$ cat src/logic/cartridge_pkg.sv
/*
 * cartridge bus package
 * widths, bridge/controller bus structs and the slot bridge state encoding
 */
`default_nettype none

package cartridge_pkg;

	// ------------------------------------------------------------
	// widths
	// ------------------------------------------------------------
	localparam int addr_w  = 8;				// I/O cycles decode the low byte only
	localparam int data_w  = 8;				// slot data bus
	localparam int dipsw_w = 5;				// board switches

	typedef logic [addr_w-1:0]  io_addr_t;		// I/O port number
	typedef logic [data_w-1:0]  bus_data_t;		// slot / bus data byte
	typedef logic [dipsw_w-1:0] dipsw_t;		// raw switch state

	// ------------------------------------------------------------
	// internal cartridge bus
	// ------------------------------------------------------------
	// bridge -> controller, held stable while bus_valid is high
	typedef struct packed {
		io_addr_t  address;				// port number
		logic      write;				// 1 write, 0 read
		bus_data_t wdata;				// host data, writes only
	} bus_req_t;

	// controller -> bridge, one pulse per accepted read
	typedef struct packed {
		logic      done;				// ends the read
		logic      rdata_en;			// port claimed
		bus_data_t rdata;				// read data
	} bus_rsp_t;

	// slot bridge sequencer
	typedef enum logic [2:0] {
		IDLE,							// wait for a host cycle
		REQUEST,						// bus_valid up, wait for ready
		READ_WAIT,						// hold the host, wait for done
		DRIVE,							// read data on the slot
		RELEASE							// wait for strobes to go away
	} slot_state_t;

endpackage

`default_nettype wire
$ cat src/logic/cartridge_top.sv
/*
 * cartridge top level
 * slot bridge wired to the I/O test controller over the cartridge bus
 */
`timescale 1ns/1ps
`default_nettype none

module cartridge_top import cartridge_pkg::*; #(
	parameter io_addr_t io_base = 8'h10		// controller port base
) (
	input  wire         clk42m,				// 42.95 MHz
	input  wire         rst,
	input  wire         dipsw_t dipsw,
	// MSX slot
	input  wire         p_slot_ioreq_n,
	input  wire         p_slot_rd_n,
	input  wire         p_slot_wr_n,
	input  wire  [15:0] p_slot_address,
	input  wire         bus_data_t p_slot_wdata,	// host -> cartridge
	output bus_data_t   p_slot_rdata,		// cartridge -> host
	output logic        p_slot_data_dir,	// drive enable for rdata
	output logic        p_slot_wait,
	output logic        p_slot_int
);

	// ------------------------------------------------------------
	// cartridge bus
	// ------------------------------------------------------------
	bus_req_t bus_req;
	logic     bus_valid;
	logic     bus_ready;
	bus_rsp_t bus_rsp;
	logic     irq;							// controller -> slot interrupt

	msx_slot u_msx_slot (
		.clk42m          ( clk42m          ),
		.rst             ( rst             ),
		.p_slot_ioreq_n  ( p_slot_ioreq_n  ),
		.p_slot_rd_n     ( p_slot_rd_n     ),
		.p_slot_wr_n     ( p_slot_wr_n     ),
		.p_slot_address  ( p_slot_address  ),
		.p_slot_wdata    ( p_slot_wdata    ),
		.p_slot_rdata    ( p_slot_rdata    ),
		.p_slot_data_dir ( p_slot_data_dir ),
		.p_slot_wait     ( p_slot_wait     ),
		.p_slot_int      ( p_slot_int      ),
		.irq             ( irq             ),
		.bus_req         ( bus_req         ),
		.bus_valid       ( bus_valid       ),
		.bus_ready       ( bus_ready       ),
		.bus_rsp         ( bus_rsp         )
	);

	test_controller #(
		.io_base ( io_base )
	) u_test_controller (
		.clk42m    ( clk42m    ),
		.rst       ( rst       ),
		.bus_req   ( bus_req   ),
		.bus_valid ( bus_valid ),
		.bus_ready ( bus_ready ),
		.bus_rsp   ( bus_rsp   ),
		.dipsw     ( dipsw     ),
		.irq       ( irq       )
	);

endmodule

`default_nettype wire

$ cat src/logic/test_controller.sv
/*
 * I/O test controller
 * three ports at io_base: DIP switch read, scratch register and
 * interrupt control, answered over the internal cartridge bus
 */
`timescale 1ns/1ps
`default_nettype none

module test_controller import cartridge_pkg::*; #(
	parameter io_addr_t io_base = 8'h10		// first of three ports
) (
	input  wire       clk42m,
	input  wire       rst,
	// internal bus
	input  wire       bus_req_t bus_req,
	input  wire       bus_valid,
	output logic      bus_ready,
	output bus_rsp_t  bus_rsp,
	// board
	input  wire       dipsw_t dipsw,
	output logic      irq					// 1: interrupt pending
);

	// port offsets from io_base
	localparam io_addr_t off_dipsw   = io_addr_t'(0);
	localparam io_addr_t off_scratch = io_addr_t'(1);
	localparam io_addr_t off_irq     = io_addr_t'(2);

	io_addr_t  offset;						// address relative to base
	logic      hit_dipsw;
	logic      hit_scratch;
	logic      hit_irq;
	logic      port_hit;					// any of our ports
	logic      accept;						// request transfers
	logic      rd_accept;					// read transfers
	bus_data_t read_mux;
	bus_data_t scratch_q;
	logic      done_q;						// response pending this cycle
	logic      claim_q;
	bus_data_t rdata_q;

	// ------------------------------------------------------------
	// decode
	// ------------------------------------------------------------
	assign offset      = bus_req.address - io_base;	// wraps at 8 bits
	assign hit_dipsw   = (offset == off_dipsw);
	assign hit_scratch = (offset == off_scratch);
	assign hit_irq     = (offset == off_irq);
	assign port_hit    = hit_dipsw | hit_scratch | hit_irq;

	assign bus_ready = ~done_q;				// busy only while responding
	assign accept    = bus_valid & bus_ready;
	assign rd_accept = accept & ~bus_req.write;

	always_comb begin
		read_mux = '0;						// unclaimed reads return 0
		if (hit_dipsw) begin
			read_mux = bus_data_t'(dipsw);	// zero-extended
		end else if (hit_scratch) begin
			read_mux = scratch_q;
		end else if (hit_irq) begin
			read_mux = {{(data_w-1){1'b0}}, irq};	// flag in bit 0
		end
	end

	// ------------------------------------------------------------
	// registers and response
	// ------------------------------------------------------------
	always_ff @(posedge clk42m) begin
		if (rst) begin
			scratch_q <= '0;
			irq       <= 1'b0;
			done_q    <= 1'b0;
			claim_q   <= 1'b0;
		end else begin
			done_q  <= rd_accept;			// one cycle after acceptance
			claim_q <= rd_accept & port_hit;
			if (accept && bus_req.write) begin
				if (hit_scratch) begin
					scratch_q <= bus_req.wdata;
				end
				if (hit_irq) begin
					irq <= bus_req.wdata[0];	// 1 sets, 0 clears
				end
				// dipsw port ignores writes
			end
		end
	end

	always_ff @(posedge clk42m) begin
		if (rd_accept) begin
			rdata_q <= read_mux;
		end
	end

	assign bus_rsp = '{done: done_q, rdata_en: claim_q, rdata: rdata_q};

endmodule

`default_nettype wire

$ cat src/logic/msx_slot.sv
/*
 * MSX slot bridge
 * turns host I/O cycles into internal bus requests, holds wait during
 * reads and returns read data and the interrupt to the slot
 */
`timescale 1ns/1ps
`default_nettype none

module msx_slot import cartridge_pkg::*; (
	input  wire         clk42m,
	input  wire         rst,
	// slot side
	input  wire         p_slot_ioreq_n,
	input  wire         p_slot_rd_n,
	input  wire         p_slot_wr_n,
	input  wire  [15:0] p_slot_address,		// upper byte unused on I/O
	input  wire         bus_data_t p_slot_wdata,
	output bus_data_t   p_slot_rdata,
	output logic        p_slot_data_dir,	// 1: cartridge drives data
	output logic        p_slot_wait,		// 1: host holds the cycle
	output logic        p_slot_int,			// 1: interrupt pending
	// from the device side
	input  wire         irq,
	// internal bus
	output bus_req_t    bus_req,
	output logic        bus_valid,
	input  wire         bus_ready,
	input  wire         bus_rsp_t bus_rsp
);

	slot_state_t state_q;
	logic        sync_ioreq_n;
	logic        sync_rd_n;
	logic        sync_wr_n;
	logic        read_start;
	logic        write_start;
	logic        armed_q;					// ioreq_n seen high since last cycle
	logic        take_cycle;				// start of a new host cycle

	// ------------------------------------------------------------
	// strobe synchronizer
	// ------------------------------------------------------------
	slot_input_sync u_slot_input_sync (
		.clk42m       ( clk42m         ),
		.rst          ( rst            ),
		.ioreq_n      ( p_slot_ioreq_n ),
		.rd_n         ( p_slot_rd_n    ),
		.wr_n         ( p_slot_wr_n    ),
		.sync_ioreq_n ( sync_ioreq_n   ),
		.sync_rd_n    ( sync_rd_n      ),
		.sync_wr_n    ( sync_wr_n      ),
		.read_start   ( read_start     ),
		.write_start  ( write_start    )
	);

	assign take_cycle = (state_q == IDLE) && (read_start || write_start) && armed_q;

	// ------------------------------------------------------------
	// cycle sequencer
	// ------------------------------------------------------------
	always_ff @(posedge clk42m) begin
		if (rst) begin
			state_q         <= IDLE;
			bus_valid       <= 1'b0;
			p_slot_wait     <= 1'b0;
			p_slot_data_dir <= 1'b0;
			p_slot_int      <= 1'b0;
			armed_q         <= 1'b0;
		end else begin
			p_slot_int <= irq;				// registered onto the slot
			if (sync_ioreq_n) begin
				armed_q <= 1'b1;			// host left the last cycle
			end
			case (state_q)
				IDLE: begin
					if (take_cycle) begin
						bus_valid   <= 1'b1;
						p_slot_wait <= read_start;	// reads only
						armed_q     <= 1'b0;
						state_q     <= REQUEST;
					end
				end
				REQUEST: begin
					if (bus_ready) begin		// accepted this cycle
						bus_valid <= 1'b0;
						state_q   <= bus_req.write ? RELEASE : READ_WAIT;
					end
				end
				READ_WAIT: begin
					if (bus_rsp.done) begin
						p_slot_wait     <= 1'b0;
						p_slot_data_dir <= bus_rsp.rdata_en;	// only if claimed
						state_q         <= DRIVE;
					end
				end
				DRIVE: begin
					if (sync_rd_n) begin		// host finished the read
						p_slot_data_dir <= 1'b0;
						state_q         <= RELEASE;
					end
				end
				RELEASE: begin
					if (sync_rd_n && sync_wr_n) begin
						state_q <= IDLE;
					end
				end
				default: begin
					state_q <= IDLE;
				end
			endcase
		end
	end

	// ------------------------------------------------------------
	// request and read data capture
	// ------------------------------------------------------------
	always_ff @(posedge clk42m) begin
		if (take_cycle) begin
			bus_req.address <= p_slot_address[7:0];
			bus_req.write   <= ~read_start;	// read wins a tie
			bus_req.wdata   <= p_slot_wdata;
		end
		if (state_q == READ_WAIT && bus_rsp.done) begin
			p_slot_rdata <= bus_rsp.rdata;	// held while driving
		end
	end

endmodule

`default_nettype wire

$ cat src/logic/slot_input_sync.sv
/*
 * slot strobe synchronizer
 * brings ioreq_n, rd_n and wr_n into clk42m and flags the start of
 * a host read or write cycle with a one-cycle pulse
 */
`timescale 1ns/1ps
`default_nettype none

module slot_input_sync (
	input  wire  clk42m,
	input  wire  rst,
	input  wire  ioreq_n,					// async from host
	input  wire  rd_n,
	input  wire  wr_n,
	output logic sync_ioreq_n,				// synchronized levels
	output logic sync_rd_n,
	output logic sync_wr_n,
	output logic read_start,				// one pulse per read cycle
	output logic write_start				// one pulse per write cycle
);

	logic [2:0] meta_q;						// first stage {ioreq, rd, wr}
	logic [2:0] sync_q;						// second stage
	logic       rd_last_q;					// previous sync rd_n
	logic       wr_last_q;					// previous sync wr_n

	// ------------------------------------------------------------
	// two-flop sync and falling edge detect
	// ------------------------------------------------------------
	always_ff @(posedge clk42m) begin
		if (rst) begin
			meta_q      <= 3'b111;			// strobes idle high
			sync_q      <= 3'b111;
			rd_last_q   <= 1'b1;
			wr_last_q   <= 1'b1;
			read_start  <= 1'b0;
			write_start <= 1'b0;
		end else begin
			meta_q      <= {ioreq_n, rd_n, wr_n};
			sync_q      <= meta_q;
			rd_last_q   <= sync_q[1];
			wr_last_q   <= sync_q[0];
			// edge only counts inside an I/O cycle
			read_start  <= rd_last_q & ~sync_q[1] & ~sync_q[2];
			write_start <= wr_last_q & ~sync_q[0] & ~sync_q[2];
		end
	end

	assign sync_ioreq_n = sync_q[2];
	assign sync_rd_n    = sync_q[1];
	assign sync_wr_n    = sync_q[0];

endmodule

`default_nettype wire

$ cat config.mk
export PLATFORM = sky130hd
export DESIGN_NAME = cartridge_top
export DESIGN_NICKNAME = d
export VERILOG_FILES = /design/src/logic/cartridge_pkg.sv /design/src/logic/cartridge_top.sv /design/src/logic/test_controller.sv /design/src/logic/msx_slot.sv /design/src/logic/slot_input_sync.sv
export SDC_FILE = /design/constraint.sdc
export NUM_CORES = 1
export LEC_CHECK = 0
export ABC_AREA = 1
export BUFFER_PORTS_ARGS = -buffer_cell sky130_fd_sc_hd__buf_2
export CAP_MARGIN = 20
export CORE_MARGIN = 2
export CORE_UTILIZATION = 45
export DETAILED_ROUTE_END_ITERATION = 10
export GPL_TIMING_DRIVEN = 0
export HOLD_SLACK_MARGIN = 0.02
export PLACE_DENSITY = 0.69
export SLEW_MARGIN = 20
export SYNTH_ARGS = -nofsm -noshare
export SYNTH_HDL_FRONTEND = slang
export SYNTH_HIERARCHICAL = 1
export SYNTH_SLANG_ARGS = --single-unit
$ cat constraint.sdc
create_clock -name clk42m -period 2.05 [get_ports clk42m]
set_input_delay 0.5125 -clock clk42m [delete_from_list [all_inputs] [get_ports clk42m]]
set_output_delay 0.5125 -clock clk42m [all_outputs]
set_load 0.005 [all_outputs]
# After elaboration in Yosys (flattened, before gate mapping)
# Index checks and enable logic that the tools add are counted.
word_totals:
  register_bits: 62
  output_inout_bits: 11
  wordCells: 88
classes:
  add_sub_neg: 1
  n_eq_ne: 11
  muxes: 22
  bitwise: 15
  n_reduce_logical: 17
ops:
  columns: ["op", "count"]
  rows:
  - ["$mux W3", 6]
  - ["$pmux W3 S5", 1]
  - ["$mux W1", 10]
  - ["$reduce_and A3 Y1", 3]
  - ["$eq A8 B1 Y1 const B", 1]
  - ["$eq A8 B2 Y1 const B", 1]
  - ["$logic_not A8 Y1", 1]
  - ["$mux W8", 1]
  - ["$sub A8 B5 Y8 const B", 1]
  - ["$and A1 B1 Y1", 7]
  - ["$eq A3 B2 Y1 const B", 2]
  - ["$ne A2 B1 Y1 const B", 3]
  - ["$not A1 Y1", 6]
  - ["$pmux W1 S2", 3]
  - ["$reduce_bool A2 Y1", 3]
  - ["$logic_and A1 B1 Y1", 5]
  - ["$mux W5", 1]
  - ["$reduce_and A5 Y1", 1]
  - ["$ne A2 B2 Y1 const B", 2]
  - ["$reduce_and A2 Y1", 2]
  - ["$eq A3 B1 Y1 const B", 1]
  - ["$eq A3 B3 Y1 const B", 1]
  - ["$logic_not A3 Y1", 1]
  - ["$or A1 B1 Y1", 2]
  - ["$logic_or A1 B1 Y1", 1]

# Depth between registers and ports, before layout
# Gate-level depths: netlist of run 1.
depth:
  ltp_word: 5
  mapped_depth: 9

# Cells and area by module
# The synthesis of run 1 kept the hierarchy.
modules_own_cells:
  columns: ["module", "instances", "cells_each", "area_per_inst_um2", "seq_area_each_um2"]
  rows:
  - ["msx_slot", 1, 96, 1233.7, 910.9]
  - ["test_controller", 1, 131, 989.7, 460.4]
  - ["slot_input_sync", 1, 26, 282.8, 200.2]

# Least setup slack after synthesis of run 1
# OpenSTA, ideal clock, no wires.
synth_timing:
  path_type: "reg2reg"
  startpoint: "register u_msx_slot.state_q[2]"
  endpoint: "register, netlist name u_msx_slot/bus_req[0]"
  setup_ns: 0.417
  t_arrival_ns: 1.832
  slack_ns: -0.199
  stages_incl_launch_ff: 4
  path_buffers: 0
  synth_period_minus_slack_ns: 2.249
  cell_sequence: "dfxtp_1 > inv_2 > nand2_2 > nor3_1"
synth_between:
  elab_chain_cells: 3
synth_lines:
  columns: ["element", "line_no", "rtl"]
  rows:
  - ["start, declared", "msx_slot.sv:31", "slot_state_t state_q;"]
  - ["start signal, assigned", "msx_slot.sv:86", "state_q <= bus_req.write ? RELEASE : READ_WAIT;"]
  - ["$logic_not A3 Y1", "msx_slot.sv:56", "assign take_cycle = (state_q == IDLE) && (read_start || write_start) && armed_q;"]
  - ["$logic_and A1 B1 Y1 (2 in a row)", "msx_slot.sv:56", null]
  - ["net u_msx_slot.take_cycle", "msx_slot.sv:38", "logic take_cycle;"]
# The timed path passes the listed nets, and every way through them passes these cells.
# A chain may end at the register's enable or synchronous reset.

# Final worst setup path of run 1
layout_timing:
  startpoint: "register u_msx_slot.state_q[2]"
  endpoint: "register, netlist name u_msx_slot/bus_req[16]"
layout_between:
  elab_chain_cells: 3
layout_lines:
  columns: ["element", "line_no"]
  rows:
  - ["$logic_not A3 Y1", "msx_slot.sv:56"]
  - ["$logic_and A1 B1 Y1 (2 in a row)", "msx_slot.sv:56"]
  - ["net u_msx_slot.take_cycle", "msx_slot.sv:38"]
# The timed path passes the listed nets, and every way through them passes these cells.

==> impl_results.rst, run 1 <==
.. list-table::
   :header-rows: 1

   * - Metric
     - Value
   * - Post-synth top flop
     - sky130_fd_sc_hd__edfxtp_1
   * - Synthesized flop and latch total
     - 62
   * - Global-route wire length before repair
     - 6510 um
   * - Via count
     - 1650
   * - Skew-Pair Late Insertion Delay
     - 0.33 ns
   * - Worst IR drop on VDD
     - 0.000484 V
   * - Total power draw
     - 2.79 mW
   * - Cell-by-cell listing of the critical path
     - inv_2 > nand2_2 > nor3_4
   * - Setup violators final
     - 0
   * - Post-synthesis net count
     - 287
   * - Async SR Flop Fraction
     - 0
   * - Number of antenna violations at the first check in global routing
     - 0
   * - Clock share of power
     - 0.356
   * - Count of non-filler cells in the finished layout
     - 377
   * - Number of vias per cell after detailed routing
     - 4.38
   * - Cell area power density
     - 938 nW/um2
   * - Number of setup buffers added after CTS
     - 0
   * - All-Layer GR Usage
     - 0.140
   * - Met2 wirelength from detailed routing
     - 1730 um
   * - Gate count of the mapped netlist
     - 253
   * - Maximum number of pins on one net before global-route repair
     - 20
   * - Top cells by area in the synthesized netlist
     - sky130_fd_sc_hd__edfxtp_1 (40%), sky130_fd_sc_hd__dfxtp_1 (23%), sky130_fd_sc_hd__inv_1 (7.0%)
   * - Worst min-delay path class
     - input pin to register
   * - Critical-path maximum fanout
     - 19
   * - Final number of max-transition violations
     - 0
   * - Fin Setup TNS
     - 0 ns
   * - Top sig layer
     - met4
   * - CP endpoint kind
     - register
   * - Antenna violation net count after detailed routing
     - 0
   * - Number of buffers inserted for hold repair after clock tree synthesis
     - 0
   * - Flip-flop and latch area
     - 1570 um2
   * - Final period utilization
     - 0.782
   * - Final Net Count
     - 334
   * - Routability congestion estimate
     - 0.756
   * - Least-Margin Pin Slew
     - 0.793 ns
   * - Count of endpoints failing hold in the final timing report
     - 0
   * - Average size of a mapped cell
     - 9.91 um2
   * - Library cell occupying the most area in the post-synthesis netlist
     - sky130_fd_sc_hd__edfxtp_1
   * - Sequential share of power
     - 0.503
   * - Die Wd
     - 78.6 um
   * - Most common cell after layout, fill and taps aside
     - sky130_fd_sc_hd__inv_1
   * - Port Buffer Count
     - 36
   * - Synthesis-to-layout area growth
     - 18.8%
   * - Syn Std Cell Area
     - 2510 um2
   * - Count of flip-flops with a built-in enable after synthesis
     - 33
   * - Launch point of the worst reg-to-reg path
     - u_msx_slot/state_q[2]$_SDFFE_PP0P_
   * - Leakage
     - 1.30 nW
   * - Gr ovfl total
     - 0
   * - Outcome
     - finished, final reports clean
   * - Area fraction of the dominant cell type after synthesis
     - 0.395
   * - Cell chosen for the clock root
     - sky130_fd_sc_hd__clkbuf_8
   * - Area occupied by multi-input gates
     - 671 um2
   * - Post-synthesis sequential area ratio
     - 0.627
   * - RSZ-0062 raised after global routing
     - no
   * - Remaining DRCs
     - 0
   * - Floorplan Core Area
     - 5440 um2
   * - Final Skew
     - 0.00954 ns
   * - Per-cell routed wire length
     - 9.75 um
   * - Post-detailed-routing wire length
     - 3680 um
   * - Sort of element at the start of the critical path
     - register
   * - Cell Int Power
     - 2.07 mW
   * - Count of cell types in the netlist
     - 25
   * - Number of sinks handled by clock tree synthesis
     - 62
   * - Number of top-level pins
     - 45
   * - Number of resized instances in the post-cts repair step
     - 0
   * - Worst hold slack
     - 0.354 ns
   * - Startpoint of the worst setup timing path
     - u_msx_slot/state_q[2]$_SDFFE_PP0P_
   * - Max Buffers Root-to-Sink
     - 2
   * - Final HPWL DP
     - 2690 um
   * - Largest incremental delay on the critical path
     - 0.66 ns
   * - Iteration-0 DRC Markers
     - 63
   * - Highest-count cells in the layout ignoring fill and taps
     - sky130_fd_sc_hd__inv_1 (47), sky130_fd_sc_hd__nand2_1 (39), sky130_fd_sc_hd__buf_2 (36)
   * - Clock tree from TritonCTS
     - yes
   * - Number of global-route vias before repair
     - 1516
   * - Max stage delay cell, worst path
     - sky130_fd_sc_hd__nor3_4
   * - Share of total power in combinational logic
     - 0.141
   * - Max capacitance violation total
     - 0
   * - Classification of the worst setup path
     - register to register
   * - Worst path arrival time
     - 1.56 ns
   * - DR WL met3
     - 185 um
   * - Relative slew slack
     - 0.470
   * - Number of standard-cell rows in the floorplan
     - 27
   * - Net switching power figure
     - 0.718 mW
   * - Die area
     - 6180 um2
   * - Hold Startpoint
     - p_slot_wdata[4]
   * - Switching part of the total power
     - 0.257
   * - Met1 WL
     - 1710 um
   * - Maximum level of the CTS H-tree
     - 3
   * - Synthesis warning total
     - 6
   * - Chip Height
     - 78.6 um
   * - Starting Density
     - 0.461
   * - Max Clock Freq
     - 0.624 GHz
   * - Number of optimization iterations in the first detailed-route pass
     - 4
   * - Fraction of final layout cells with drive strength greater than 1
     - 0.285
   * - Total clock buffers created by CTS
     - 9
   * - Clock slew at reported path FFs
     - 0.07 ns
   * - Ant diodes
     - 0
   * - Data required time at the worst endpoint
     - 2.00 ns
   * - # fillers
     - 487
   * - Fin crit period
     - 1.60 ns
   * - Cell Count Post-Placement
     - 361
state kept, by name, summed over array words and instances (netlist names):
register and cells:
u_msx_slot/u_slot_input_sync/wr_last_q 1, u_msx_slot/bus_valid 1, u_test_controller/rdata_q 8, u_msx_slot/p_slot_rdata 8, u_msx_slot/armed_q 1, u_msx_slot/p_slot_wait 1, u_msx_slot/u_slot_input_sync/read_start 1, u_test_controller/done_q 1
u_msx_slot/bus_req 17, u_msx_slot/u_slot_input_sync/rd_last_q 1, u_msx_slot/u_slot_input_sync/write_start 1, u_test_controller/irq 1, u_msx_slot/u_slot_input_sync/sync_q 3, u_test_controller/claim_q 1, u_msx_slot/p_slot_data_dir 1, u_msx_slot/p_slot_int 1
u_test_controller/scratch_q 8, u_msx_slot/u_slot_input_sync/meta_q 3, u_msx_slot/state_q 3
per-layer routing:
layer  vias up  global-route usage
met4         0              0.0789
met1       714               0.169
li1        892                   -
met5         -                   0
met3         4              0.0494
met2        40               0.217
logic make-up (layout without fill, tap and decap cells):
logic type,Yosys count,count (layout),synth area share
flops,62,62,0.627
simple gates,118,118,0.237
buf+inv,61,113,0.110
compound gates,12,12,0.0260
through the flow:
stage	utilization	worst slack, ns	cell area, um2
2_1_floorplan	-	0.360	2510
3_3_place_gp	0.511	0.101	2780
3_5_place_dp	0.513	0.438	2790
4_1_cts	0.547	0.423	2980
5_1_grt	0.547	0.319	2980
6_report	0.547	0.446	2980
final cells by class:
cell class	instances	area share
Sequential cell	62	0.528
Multi-Input combinational cell	130	0.225
Inverter	54	0.0681
Timing Repair Buffer	36	0.0605
Clock buffer	9	0.0416
Tap cell	72	0.0303
Buffer	7	0.0244
Clock inverter	7	0.0219
synth_stat cells (2+ instances only):
| cell | instances |
|---|---|
| sky130_fd_sc_hd__a21oi_1 | 2 |
| sky130_fd_sc_hd__nor2_2 | 7 |
| sky130_fd_sc_hd__dfxtp_1 | 29 |
| sky130_fd_sc_hd__o21ai_0 | 7 |
| sky130_fd_sc_hd__nand4_1 | 11 |
| sky130_fd_sc_hd__nor3_1 | 2 |
| sky130_fd_sc_hd__edfxtp_1 | 33 |
| sky130_fd_sc_hd__inv_2 | 6 |
| sky130_fd_sc_hd__nand3_2 | 4 |
| sky130_fd_sc_hd__nand3_1 | 13 |
| sky130_fd_sc_hd__nand2_2 | 5 |
| sky130_fd_sc_hd__nand2_1 | 39 |
| sky130_fd_sc_hd__nor2_4 | 2 |
| sky130_fd_sc_hd__or2_1 | 6 |
| sky130_fd_sc_hd__nor3_2 | 2 |
| sky130_fd_sc_hd__buf_6 | 2 |
| sky130_fd_sc_hd__inv_1 | 47 |
| sky130_fd_sc_hd__nor2_1 | 26 |
| sky130_fd_sc_hd__buf_4 | 4 |
worst max-delay path: cells and delay by family (launching register included):
family / cells / cell delay (ns)
buf+inv: 1 / 0.11
flops: 1 / 0.36
simple gates: 2 / 0.75
final timing paths:
check                                                                          to  slack (ns)  cells after the start
worst max-delay path                             u_msx_slot/bus_req[16]$_DFFE_PP_        0.45                      3
worst min-delay path                              u_msx_slot/bus_req[4]$_DFFE_PP_        0.35                      1
worst max register to register                   u_msx_slot/bus_req[16]$_DFFE_PP_        0.45                      3
worst min register to register  u_msx_slot/u_slot_input_sync/sync_q[2]$_SDFF_PP1_        0.40                      1
power by group through the flow:
stage | registers [mW] | clock network (mW) | logic [mW]
4_1_cts | 1.41 | 1.03 | 0.398
3_3_place_gp | 1.43 | 0 | 0.384
2_1_floorplan | 1.43 | 0 | 0.280
5_1_grt | 1.41 | 1.09 | 0.447
3_5_place_dp | 1.43 | 0 | 0.398
6_report | 1.41 | 0.994 | 0.393
Note: power is estimated with default switching activity, not from simulation.
==> inputs of run 2 (changes only) <==
--- a/config.mk
+++ b/config.mk
@@ -5,7 +5,7 @@
 export SDC_FILE = /design/constraint.sdc
 export NUM_CORES = 1
 export LEC_CHECK = 0
-export ABC_AREA = 1
+export ABC_AREA = 0
 export BUFFER_PORTS_ARGS = -buffer_cell sky130_fd_sc_hd__buf_2
 export CAP_MARGIN = 20
 export CORE_MARGIN = 2
@@ -13,7 +13,7 @@
 export DETAILED_ROUTE_END_ITERATION = 10
 export GPL_TIMING_DRIVEN = 0
 export HOLD_SLACK_MARGIN = 0.02
-export PLACE_DENSITY = 0.69
+export PLACE_DENSITY = 0.67
 export SLEW_MARGIN = 20
 export SYNTH_ARGS = -nofsm -noshare
 export SYNTH_HDL_FRONTEND = slang
==> constraint.sdc (replaced) <==
create_clock -name clk42m -period 1.57 [get_ports clk42m]
set_input_delay 0.3925 -clock clk42m [delete_from_list [all_inputs] [get_ports clk42m]]
set_output_delay 0.3925 -clock clk42m [all_outputs]
set_load 0.005 [all_outputs]
==> impl_results.rst, run 2 <==
.. list-table::
   :header-rows: 1

   * - Metric
     - Value
   * - Number of cells on the worst hold path
     - 1 (unchanged)
   * - Routability congestion estimate
     - 0.777 (+2.9%)
   * - Port Buffer Count
     - 36 (unchanged)
   * - Least-Margin Pin Slew
     - 0.569 ns (-0.224 ns)
   * - Failing checks
     - negative setup slack
   * - Library cell occupying the most area in the post-synthesis netlist
     - sky130_fd_sc_hd__edfxtp_1
   * - Number of global-route vias before repair
     - 1368 (-9.8%)
   * - CP endpoint kind
     - register
   * - Final HPWL DP
     - 2400 um (-11%)
   * - Post-synth top flop
     - sky130_fd_sc_hd__edfxtp_1
   * - Cell area power density
     - 1100 nW/um2 (+17%)
   * - Maximum level of the CTS H-tree
     - 3 (unchanged)
   * - Total clock buffers created by CTS
     - 9 (unchanged)
   * - Number of antenna violations at the first check in global routing
     - 0 (unchanged)
   * - Switching part of the total power
     - 0.203 (-0.0541)
   * - Gate count of the mapped netlist
     - 179 (-29%)
   * - Sort of element at the start of the critical path
     - register
   * - Final period utilization
     - 1.02 (+0.238)
   * - Classification of the worst setup path
     - register to register
   * - Count leader, synth
     - sky130_fd_sc_hd__edfxtp_1
   * - Floorplan Core Area
     - 5110 um2 (-6.1%)
   * - Max stage delay cell, worst path
     - sky130_fd_sc_hd__or4b_4
   * - Post-detailed-routing wire length
     - 3580 um (-2.5%)
   * - Flop-to-flop setup slack
     - -0.03 ns (-0.48 ns)
   * - Commonest cells post-synth
     - sky130_fd_sc_hd__edfxtp_1 (33), sky130_fd_sc_hd__dfxtp_1 (29), sky130_fd_sc_hd__nand2b_1 (21)
   * - Setup Slack @ Placement
     - -0.363 ns (-0.801 ns)
   * - Post-layout worst setup margin
     - -0.0327 ns (-0.479 ns)
   * - Data required time at the worst endpoint
     - 1.82 ns (-0.18 ns)
   * - Number of sinks handled by clock tree synthesis
     - 62 (unchanged)
   * - Antenna violation net count after detailed routing
     - 0 (unchanged)
   * - Number of flip-flops in the largest register
     - 17 (unchanged)
   * - Number of top-level pins
     - 45 (unchanged)
   * - Most common cell after layout, fill and taps aside
     - sky130_fd_sc_hd__buf_2
   * - Share of total power in combinational logic
     - 0.053 (-0.088)
   * - Net switching power figure
     - 0.650 mW (-9.5%)
   * - Maximum number of pins on one net before global-route repair
     - 22 (+10%)
   * - Number of standard-cell rows in the floorplan
     - 26 (-3.7%)
   * - Clock share of power
     - 0.395 (+0.039)
   * - Count of endpoints failing hold in the final timing report
     - 0 (unchanged)
   * - Area fraction of the dominant cell type after synthesis
     - 0.414 (+0.0188)
   * - Post-synthesis sequential area ratio
     - 0.657 (+0.0298)
   * - Cell chosen for the clock root
     - sky130_fd_sc_hd__clkbuf_8
   * - Critical-path maximum fanout
     - 5 (-14)
   * - Fraction of final layout cells with drive strength greater than 1
     - 0.306 (+0.0208)
   * - Fin crit period
     - 1.60 ns (-0.00114 ns)
   * - Chip Height
     - 76.9 um (-2.2%)
   * - Average size of a mapped cell
     - 13.4 um2 (+35%)
   * - Count of flip-flops with a built-in enable after synthesis
     - 33 (unchanged)
   * - Endpoint with the worst hold slack
     - u_msx_slot/bus_req[4]$_DFFE_PP_
   * - Max Clock Freq
     - 0.624 GHz (about the same)
   * - Worst min-delay path class
     - input pin to register
   * - Top cells by area in the synthesized netlist
     - sky130_fd_sc_hd__edfxtp_1 (41%), sky130_fd_sc_hd__dfxtp_1 (24%), sky130_fd_sc_hd__mux2i_1 (5.9%)
   * - Post-synthesis net count
     - 213 (-26%)
   * - All-Layer GR Usage
     - 0.132 (-0.00777)
   * - Max Buffers Root-to-Sink
     - 2 (unchanged)
   * - Worst Reg-to-Reg Cells
     - 4 (+1)
   * - Gr ovfl total
     - 0 (unchanged)
   * - Largest register by flop count
     - u_msx_slot/bus_req
   * - Count of cell types in the netlist
     - 36 (+44%)
   * - Launch point of the worst reg-to-reg path
     - u_msx_slot/bus_req[14]$_DFFE_PP_
   * - Cell-by-cell listing of the critical path
     - or4b_4 > nor4_4 > buf_6 > mux2i_2
   * - Die Wd
     - 76.9 um (-2.2%)
   * - Per-cell routed wire length
     - 11.9 um (+22%)
   * - RSZ-0062 raised after global routing
     - yes
   * - Outcome
     - finished, violations left
   * - Capture point of the worst reg-to-reg path
     - u_test_controller/scratch_q[3]$_SDFFE_PP0P_
   * - Sequential share of power
     - 0.553 (+0.050)
   * - Starting Density
     - 0.468 (+0.00762)
   * - Number of optimization iterations in the first detailed-route pass
     - 4 (unchanged)
   * - Global-route wire length before repair
     - 5940 um (-8.7%)
   * - Synthesis-to-layout area growth
     - 21.7%
   * - Worst path arrival time
     - 1.85 ns (+0.29 ns)
   * - Worst IR drop on VDD
     - 0.000718 V (+48%)
   * - Ant diodes
     - 0 (unchanged)
   * - Fin Setup TNS
     - -0.0561 ns (-0.0561 ns)
   * - Final number of max-transition violations
     - 0 (unchanged)
   * - Synthesized flop and latch total
     - 62 (unchanged)
   * - Hold Startpoint
     - p_slot_wdata[4]
   * - Die area
     - 5920 um2 (-4.3%)
   * - Leakage
     - 1.07 nW (-17%)
   * - Clock tree from TritonCTS
     - yes
   * - Final Skew
     - 0.00704 ns (-0.00249 ns)
   * - Cell Int Power
     - 2.55 mW (+23%)
   * - Synthesis warning total
     - 6 (unchanged)
   * - Number of vias per cell after detailed routing
     - 4.72 (+7.7%)
   * - Clock slew at reported path FFs
     - 0.07 ns (about the same)
   * - Largest incremental delay on the critical path
     - 0.59 ns (-0.07 ns)
   * - Iteration-0 DRC Markers
     - 91 (+44%)
   * - Final Net Count
     - 261 (-22%)
   * - Skew-Pair Late Insertion Delay
     - 0.32 ns (about the same)
   * - Async SR Flop Fraction
     - 0 (unchanged)
   * - Via count
     - 1424 (-14%)
   * - Relative slew slack
     - 0.619 (+0.149)
   * - Max capacitance violation total
     - 0 (unchanged)
   * - Setup violators final
     - 5 (+5)
   * - Highest-count cells in the layout ignoring fill and taps
     - sky130_fd_sc_hd__buf_2 (36), sky130_fd_sc_hd__edfxtp_1 (33), sky130_fd_sc_hd__dfxtp_1 (29)
   * - Remaining DRCs
     - 0 (unchanged)
   * - Syn Std Cell Area
     - 2390 um2 (-4.5%)
-- run 2: area by class of cell --
type	instances	area (um2)
clock buffers	11	131
plain buffers	7	52.6
clock inverters	5	50.0
well taps	70	87.6
inverters	5	18.8
repair buffers	39	219
fillers	434	2200
multi-input cells	103	779
flip-flops and latches	62	1570
-- run 2: metal layers --
| layer | vias up | global-route usage | wire [um] |
|---|---|---|---|
| li1 | 736 | - | - |
| met1 | 655 | 0.154 | 1630 |
| met2 | 31 | 0.210 | 1750 |
| met3 | 2 | 0.0459 | 170 |
| met4 | 0 | 0.0800 | 29 |
| met5 | - | 0 | 0 |
-- run 2: power by group through the flow --
stage                     Combinational (mW)  Sequential, mW  Clock [mW]
after global routing                   0.188            1.77        1.38
after CTS                              0.170            1.77        1.31
final                                  0.169            1.77        1.26
after floorplan                        0.113            1.80           0
after global placement                 0.166            1.80           0
after detailed placement               0.168            1.80           0
-- run 2: metrics by stage --
stage | total power, mW | utilization | area [um2] | std cells | hold slack (ns)
after floorplan | 1.91 | - | 2410 | 179 | 0.383
after global placement | 1.97 | 0.525 | 2680 | 285 | 0.386
after detailed placement | 1.97 | 0.525 | 2680 | 285 | 0.391
after CTS | 3.25 | 0.568 | 2900 | 304 | 0.224
after global routing | 3.34 | 0.570 | 2910 | 302 | 0.225
final | 3.20 | 0.570 | 2910 | 302 | 0.245
-- run 2: cells by family (layout without fill, tap and decap cells) --
logic type,count (synthesis),in the layout,share of synthesized area
DFF,62,62,0.657
and+or+nand+nor,74,74,0.198
muxes,16,16,0.0696
AOI/OAI and AO/OA,13,13,0.0450
buffers and inverters,14,67,0.0303
-- run 2: critical path: cells and delay by family (launching register included) --
family,cells,cell delay [ns]
muxes,1,0.20
buffers and inverters,1,0.18
and+or+nand+nor,2,0.80
DFF,1,0.36
-- run 2: how the worst max path moves through the flow --
stage	startpoint	end	slack, ns	cells after the start
floorplan	u_msx_slot/bus_req[14]$_DFFE_PP_	u_test_controller/scratch_q[0]$_SDFFE_PP0P_	-0.20	3
global placement	u_msx_slot/bus_req[14]$_DFFE_PP_	u_test_controller/scratch_q[5]$_SDFFE_PP0P_	-0.34	3
detailed placement	u_msx_slot/bus_req[14]$_DFFE_PP_	u_test_controller/scratch_q[0]$_SDFFE_PP0P_	-0.36	3
CTS	u_msx_slot/bus_req[14]$_DFFE_PP_	u_test_controller/scratch_q[3]$_SDFFE_PP0P_	-0.06	4
global route	u_msx_slot/bus_req[14]$_DFFE_PP_	u_test_controller/scratch_q[3]$_SDFFE_PP0P_	-0.1	4
finish	u_msx_slot/bus_req[14]$_DFFE_PP_	u_test_controller/scratch_q[3]$_SDFFE_PP0P_	-0.03	4
-- run 2: what timing repair did --
action | CTS | global route
buffers inserted | 3 | 0
pin swaps | 2 | 4
gates resized for setup | 1 | 4
hold endpoints to repair | 0 | 0
endpoints found under the setup margin | 31 | 13
gates cloned | 0 | 0
hold buffers | 0 | 0
==> inputs of run 3 (changes only) <==
--- a/config.mk
+++ b/config.mk
@@ -8,13 +8,12 @@
 export ABC_AREA = 0
 export BUFFER_PORTS_ARGS = -buffer_cell sky130_fd_sc_hd__buf_2
 export CAP_MARGIN = 20
-export CORE_MARGIN = 2
 export CORE_UTILIZATION = 45
 export DETAILED_ROUTE_END_ITERATION = 10
 export GPL_TIMING_DRIVEN = 0
 export HOLD_SLACK_MARGIN = 0.02
 export PLACE_DENSITY = 0.67
-export SLEW_MARGIN = 20
+export SLEW_MARGIN = 0
 export SYNTH_ARGS = -nofsm -noshare
 export SYNTH_HDL_FRONTEND = slang
 export SYNTH_HIERARCHICAL = 1
==> impl_results.rst, run 3 (synthesis results as in run 2) <==
.. list-table::
   :header-rows: 1

   * - Metric
     - Value
   * - Clock tree from TritonCTS
     - yes
   * - Number of antenna violations at the first check in global routing
     - 0 (unchanged)
   * - Starting Density
     - 0.468 (unchanged)
   * - Final period utilization
     - 1.01 (-0.00588)
   * - Worst IR drop on VDD
     - 0.000656 V (-8.7%)
   * - All-Layer GR Usage
     - 0.144 (+0.0120)
   * - Iteration-0 DRC Markers
     - 135 (+48%)
   * - Max Clock Freq
     - 0.628 GHz (+0.58%)
   * - Max stage delay cell, worst path
     - sky130_fd_sc_hd__or4b_4
   * - Ant diodes
     - 0 (unchanged)
   * - Number of flip-flops in the largest register
     - 17 (unchanged)
   * - Leakage
     - 1.09 nW (+1.6%)
   * - Max capacitance violation total
     - 0 (unchanged)
   * - Most common cell after layout, fill and taps aside
     - sky130_fd_sc_hd__buf_2
   * - Number of global-route vias before repair
     - 1277 (-6.7%)
   * - Largest register by flop count
     - u_msx_slot/bus_req
   * - CP endpoint kind
     - register
   * - Least-Margin Pin Slew
     - 0.558 ns (-0.0113 ns)
   * - Chip Height
     - 74.9 um (-2.6%)
   * - Final Net Count
     - 266 (+1.9%)
   * - Classification of the worst setup path
     - register to register
   * - Capture point of the worst reg-to-reg path
     - u_test_controller/scratch_q[3]$_SDFFE_PP0P_
   * - Final HPWL DP
     - 2390 um (-0.60%)
   * - Highest-count cells in the layout ignoring fill and taps
     - sky130_fd_sc_hd__buf_2 (36), sky130_fd_sc_hd__edfxtp_1 (33), sky130_fd_sc_hd__dfxtp_1 (29)
   * - Cell chosen for the clock root
     - sky130_fd_sc_hd__clkbuf_8
   * - Total clock buffers created by CTS
     - 9 (unchanged)
   * - Fin crit period
     - 1.59 ns (-0.00924 ns)
   * - Number of optimization iterations in the first detailed-route pass
     - 4 (unchanged)
   * - Data required time at the worst endpoint
     - 1.82 ns (about the same)
   * - Port Buffer Count
     - 36 (unchanged)
   * - RSZ-0062 raised after global routing
     - yes
   * - Number of top-level pins
     - 45 (unchanged)
   * - Sort of element at the start of the critical path
     - register
   * - Total power draw
     - 3.07 mW (-4.0%)
   * - Global-route wire length before repair
     - 5660 um (-4.7%)
   * - Worst min-delay path class
     - input pin to register
   * - Number of sinks handled by clock tree synthesis
     - 62 (unchanged)
   * - Setup Slack @ Placement
     - -0.355 ns (+0.00812 ns)
   * - Post-detailed-routing wire length
     - 3580 um (-0.14%)
   * - Buf/Inv on CP
     - 1 (unchanged)
   * - Hold Startpoint
     - p_slot_address[0]
   * - Max Buffers Root-to-Sink
     - 2 (unchanged)
   * - Flop-to-flop setup slack
     - -0.02 ns (about the same)
   * - Clock slew at reported path FFs
     - 0.06 ns (about the same)
   * - Number of vias per cell after detailed routing
     - 4.77 (+1.1%)
   * - Worst Reg-to-Reg Cells
     - 4 (unchanged)
   * - Worst hold slack
     - 0.240 ns (-0.00492 ns)
   * - Launch point of the worst reg-to-reg path
     - u_msx_slot/bus_req[14]$_DFFE_PP_
   * - Cell Count Post-Placement
     - 285 (unchanged)
   * - Failing checks
     - negative setup slack
   * - Count of endpoints failing hold in the final timing report
     - 0 (unchanged)
   * - Setup violators final
     - 5 (unchanged)
   * - Per-cell routed wire length
     - 11.7 um (-1.8%)
   * - Post-layout worst setup margin
     - -0.0234 ns (+0.00924 ns)
   * - Maximum level of the CTS H-tree
     - 3 (unchanged)
   * - Endpoint with the worst hold slack
     - u_msx_slot/bus_req[9]$_DFFE_PP_
   * - Maximum number of pins on one net before global-route repair
     - 22 (unchanged)
   * - Remaining DRCs
     - 0 (unchanged)
   * - Via count
     - 1464 (+2.8%)
   * - Cell area power density
     - 1040 nW/um2 (-5.0%)
   * - Count of non-filler cells in the finished layout
     - 307 (+1.7%)
   * - Floorplan Core Area
     - 5110 um2 (unchanged)
   * - Skew-Pair Late Insertion Delay
     - 0.32 ns (about the same)
   * - Outcome
     - finished, violations left
   * - Number of cells on the worst hold path
     - 1 (unchanged)
   * - Largest incremental delay on the critical path
     - 0.59 ns (about the same)
   * - Routability congestion estimate
     - 0.783 (+0.77%)
   * - Critical-path maximum fanout
     - 5 (unchanged)
   * - Number of standard-cell rows in the floorplan
     - 26 (unchanged)
   * - Cell-by-cell listing of the critical path
     - or4b_4 > nor4_4 > buf_6 > mux2i_1
   * - Antenna violation net count after detailed routing
     - 0 (unchanged)
   * - Category of cells accounting for the largest share of critical-path delay
     - simple AND/OR/NAND/NOR gates
   * - Final Skew
     - 0.00540 ns (-0.00164 ns)
   * - Worst path arrival time
     - 1.84 ns (about the same)
   * - Final number of max-transition violations
     - 0 (unchanged)
   * - Synthesis-to-layout area growth
     - 23.0%
   * - Relative slew slack
     - 0.627 (+0.00757)
   * - Die Wd
     - 74.9 um (-2.6%)
   * - Gr ovfl total
     - 0 (unchanged)
   * - Fraction of final layout cells with drive strength greater than 1
     - 0.329 (+0.0231)
   * - Core Util, Final
     - 0.576 (+0.00612)
   * - Die area
     - 5610 um2 (-5.1%)
[run 3: changes by cell type in the layout (fill, tap and decap cells not counted), sizes merged]
cell | previous run | this run
buf | 44 | 49
clkinvlp | 1 | 0
clkinv | 3 | 2
bufinv | 1 | 0
clkbuf | 13 | 16
[run 3: worst reg2reg max path: stages, from the launching register on]
cell and delay (ns):
sky130_fd_sc_hd__edfxtp_1 0.36, sky130_fd_sc_hd__or4b_4 0.59, sky130_fd_sc_hd__nor4_4 0.21, sky130_fd_sc_hd__buf_6 0.18, sky130_fd_sc_hd__mux2i_1 0.19
[run 3: routing by layer]
| layer | up-vias | routed length (um) | GRT usage |
|---|---|---|---|
| met2 | 35 | 1790 | 0.226 |
| met5 | - | 0 | 0 |
| met3 | 6 | 145 | 0.0455 |
| met4 | 0 | 70 | 0.115 |
| met1 | 685 | 1570 | 0.162 |
| li1 | 738 | - | - |
[run 3: layout make-up]
type,instances,area (um2)
well taps,70,87.6
clock buffers,14,153
inverters,5,18.8
multi-input cells,103,792
plain buffers,7,52.6
flip-flops and latches,62,1570
repair buffers,44,256
fillers,432,2170
clock inverters,2,10.0
[run 3: worst max path at each step]
| stage | startpoint | to | cells past startpoint |
|---|---|---|---|
| after floorplan | u_msx_slot/bus_req[14]$_DFFE_PP_ | u_test_controller/scratch_q[0]$_SDFFE_PP0P_ | 3 |
| after global placement | u_msx_slot/bus_req[14]$_DFFE_PP_ | u_test_controller/scratch_q[5]$_SDFFE_PP0P_ | 3 |
| after detailed placement | u_msx_slot/bus_req[14]$_DFFE_PP_ | u_test_controller/scratch_q[0]$_SDFFE_PP0P_ | 3 |
| after CTS | u_msx_slot/bus_req[14]$_DFFE_PP_ | u_test_controller/scratch_q[3]$_SDFFE_PP0P_ | 4 |
| after global routing | u_msx_slot/bus_req[14]$_DFFE_PP_ | u_test_controller/scratch_q[6]$_SDFFE_PP0P_ | 4 |
| final | u_msx_slot/bus_req[14]$_DFFE_PP_ | u_test_controller/scratch_q[3]$_SDFFE_PP0P_ | 4 |
[run 3: what timing repair did]
action,CTS,global route
gates cloned,0,0
setup buffers,4,4
endpoints found under the setup margin,31,13
gates resized for setup,0,7
hold buffers,0,0
pin swaps,2,2
[run 3: report_power, final]
group | switching (mW) | internal (mW)
sequential | 0.0191 | 1.75
clock | 0.522 | 0.613
combinational | 0.0872 | 0.0817
total | 0.628 | 2.45
[run 3: per-stage QoR]
| step | cell area (um2) | setup TNS (ns) |
|---|---|---|
| 2_1_floorplan | 2410 | -1.58 |
| 3_3_place_gp | 2680 | -7.73 |
| 3_5_place_dp | 2680 | -7.98 |
| 4_1_cts | 2890 | -0.468 |
| 5_1_grt | 2940 | -0.647 |
| 6_report | 2940 | -0.0423 |
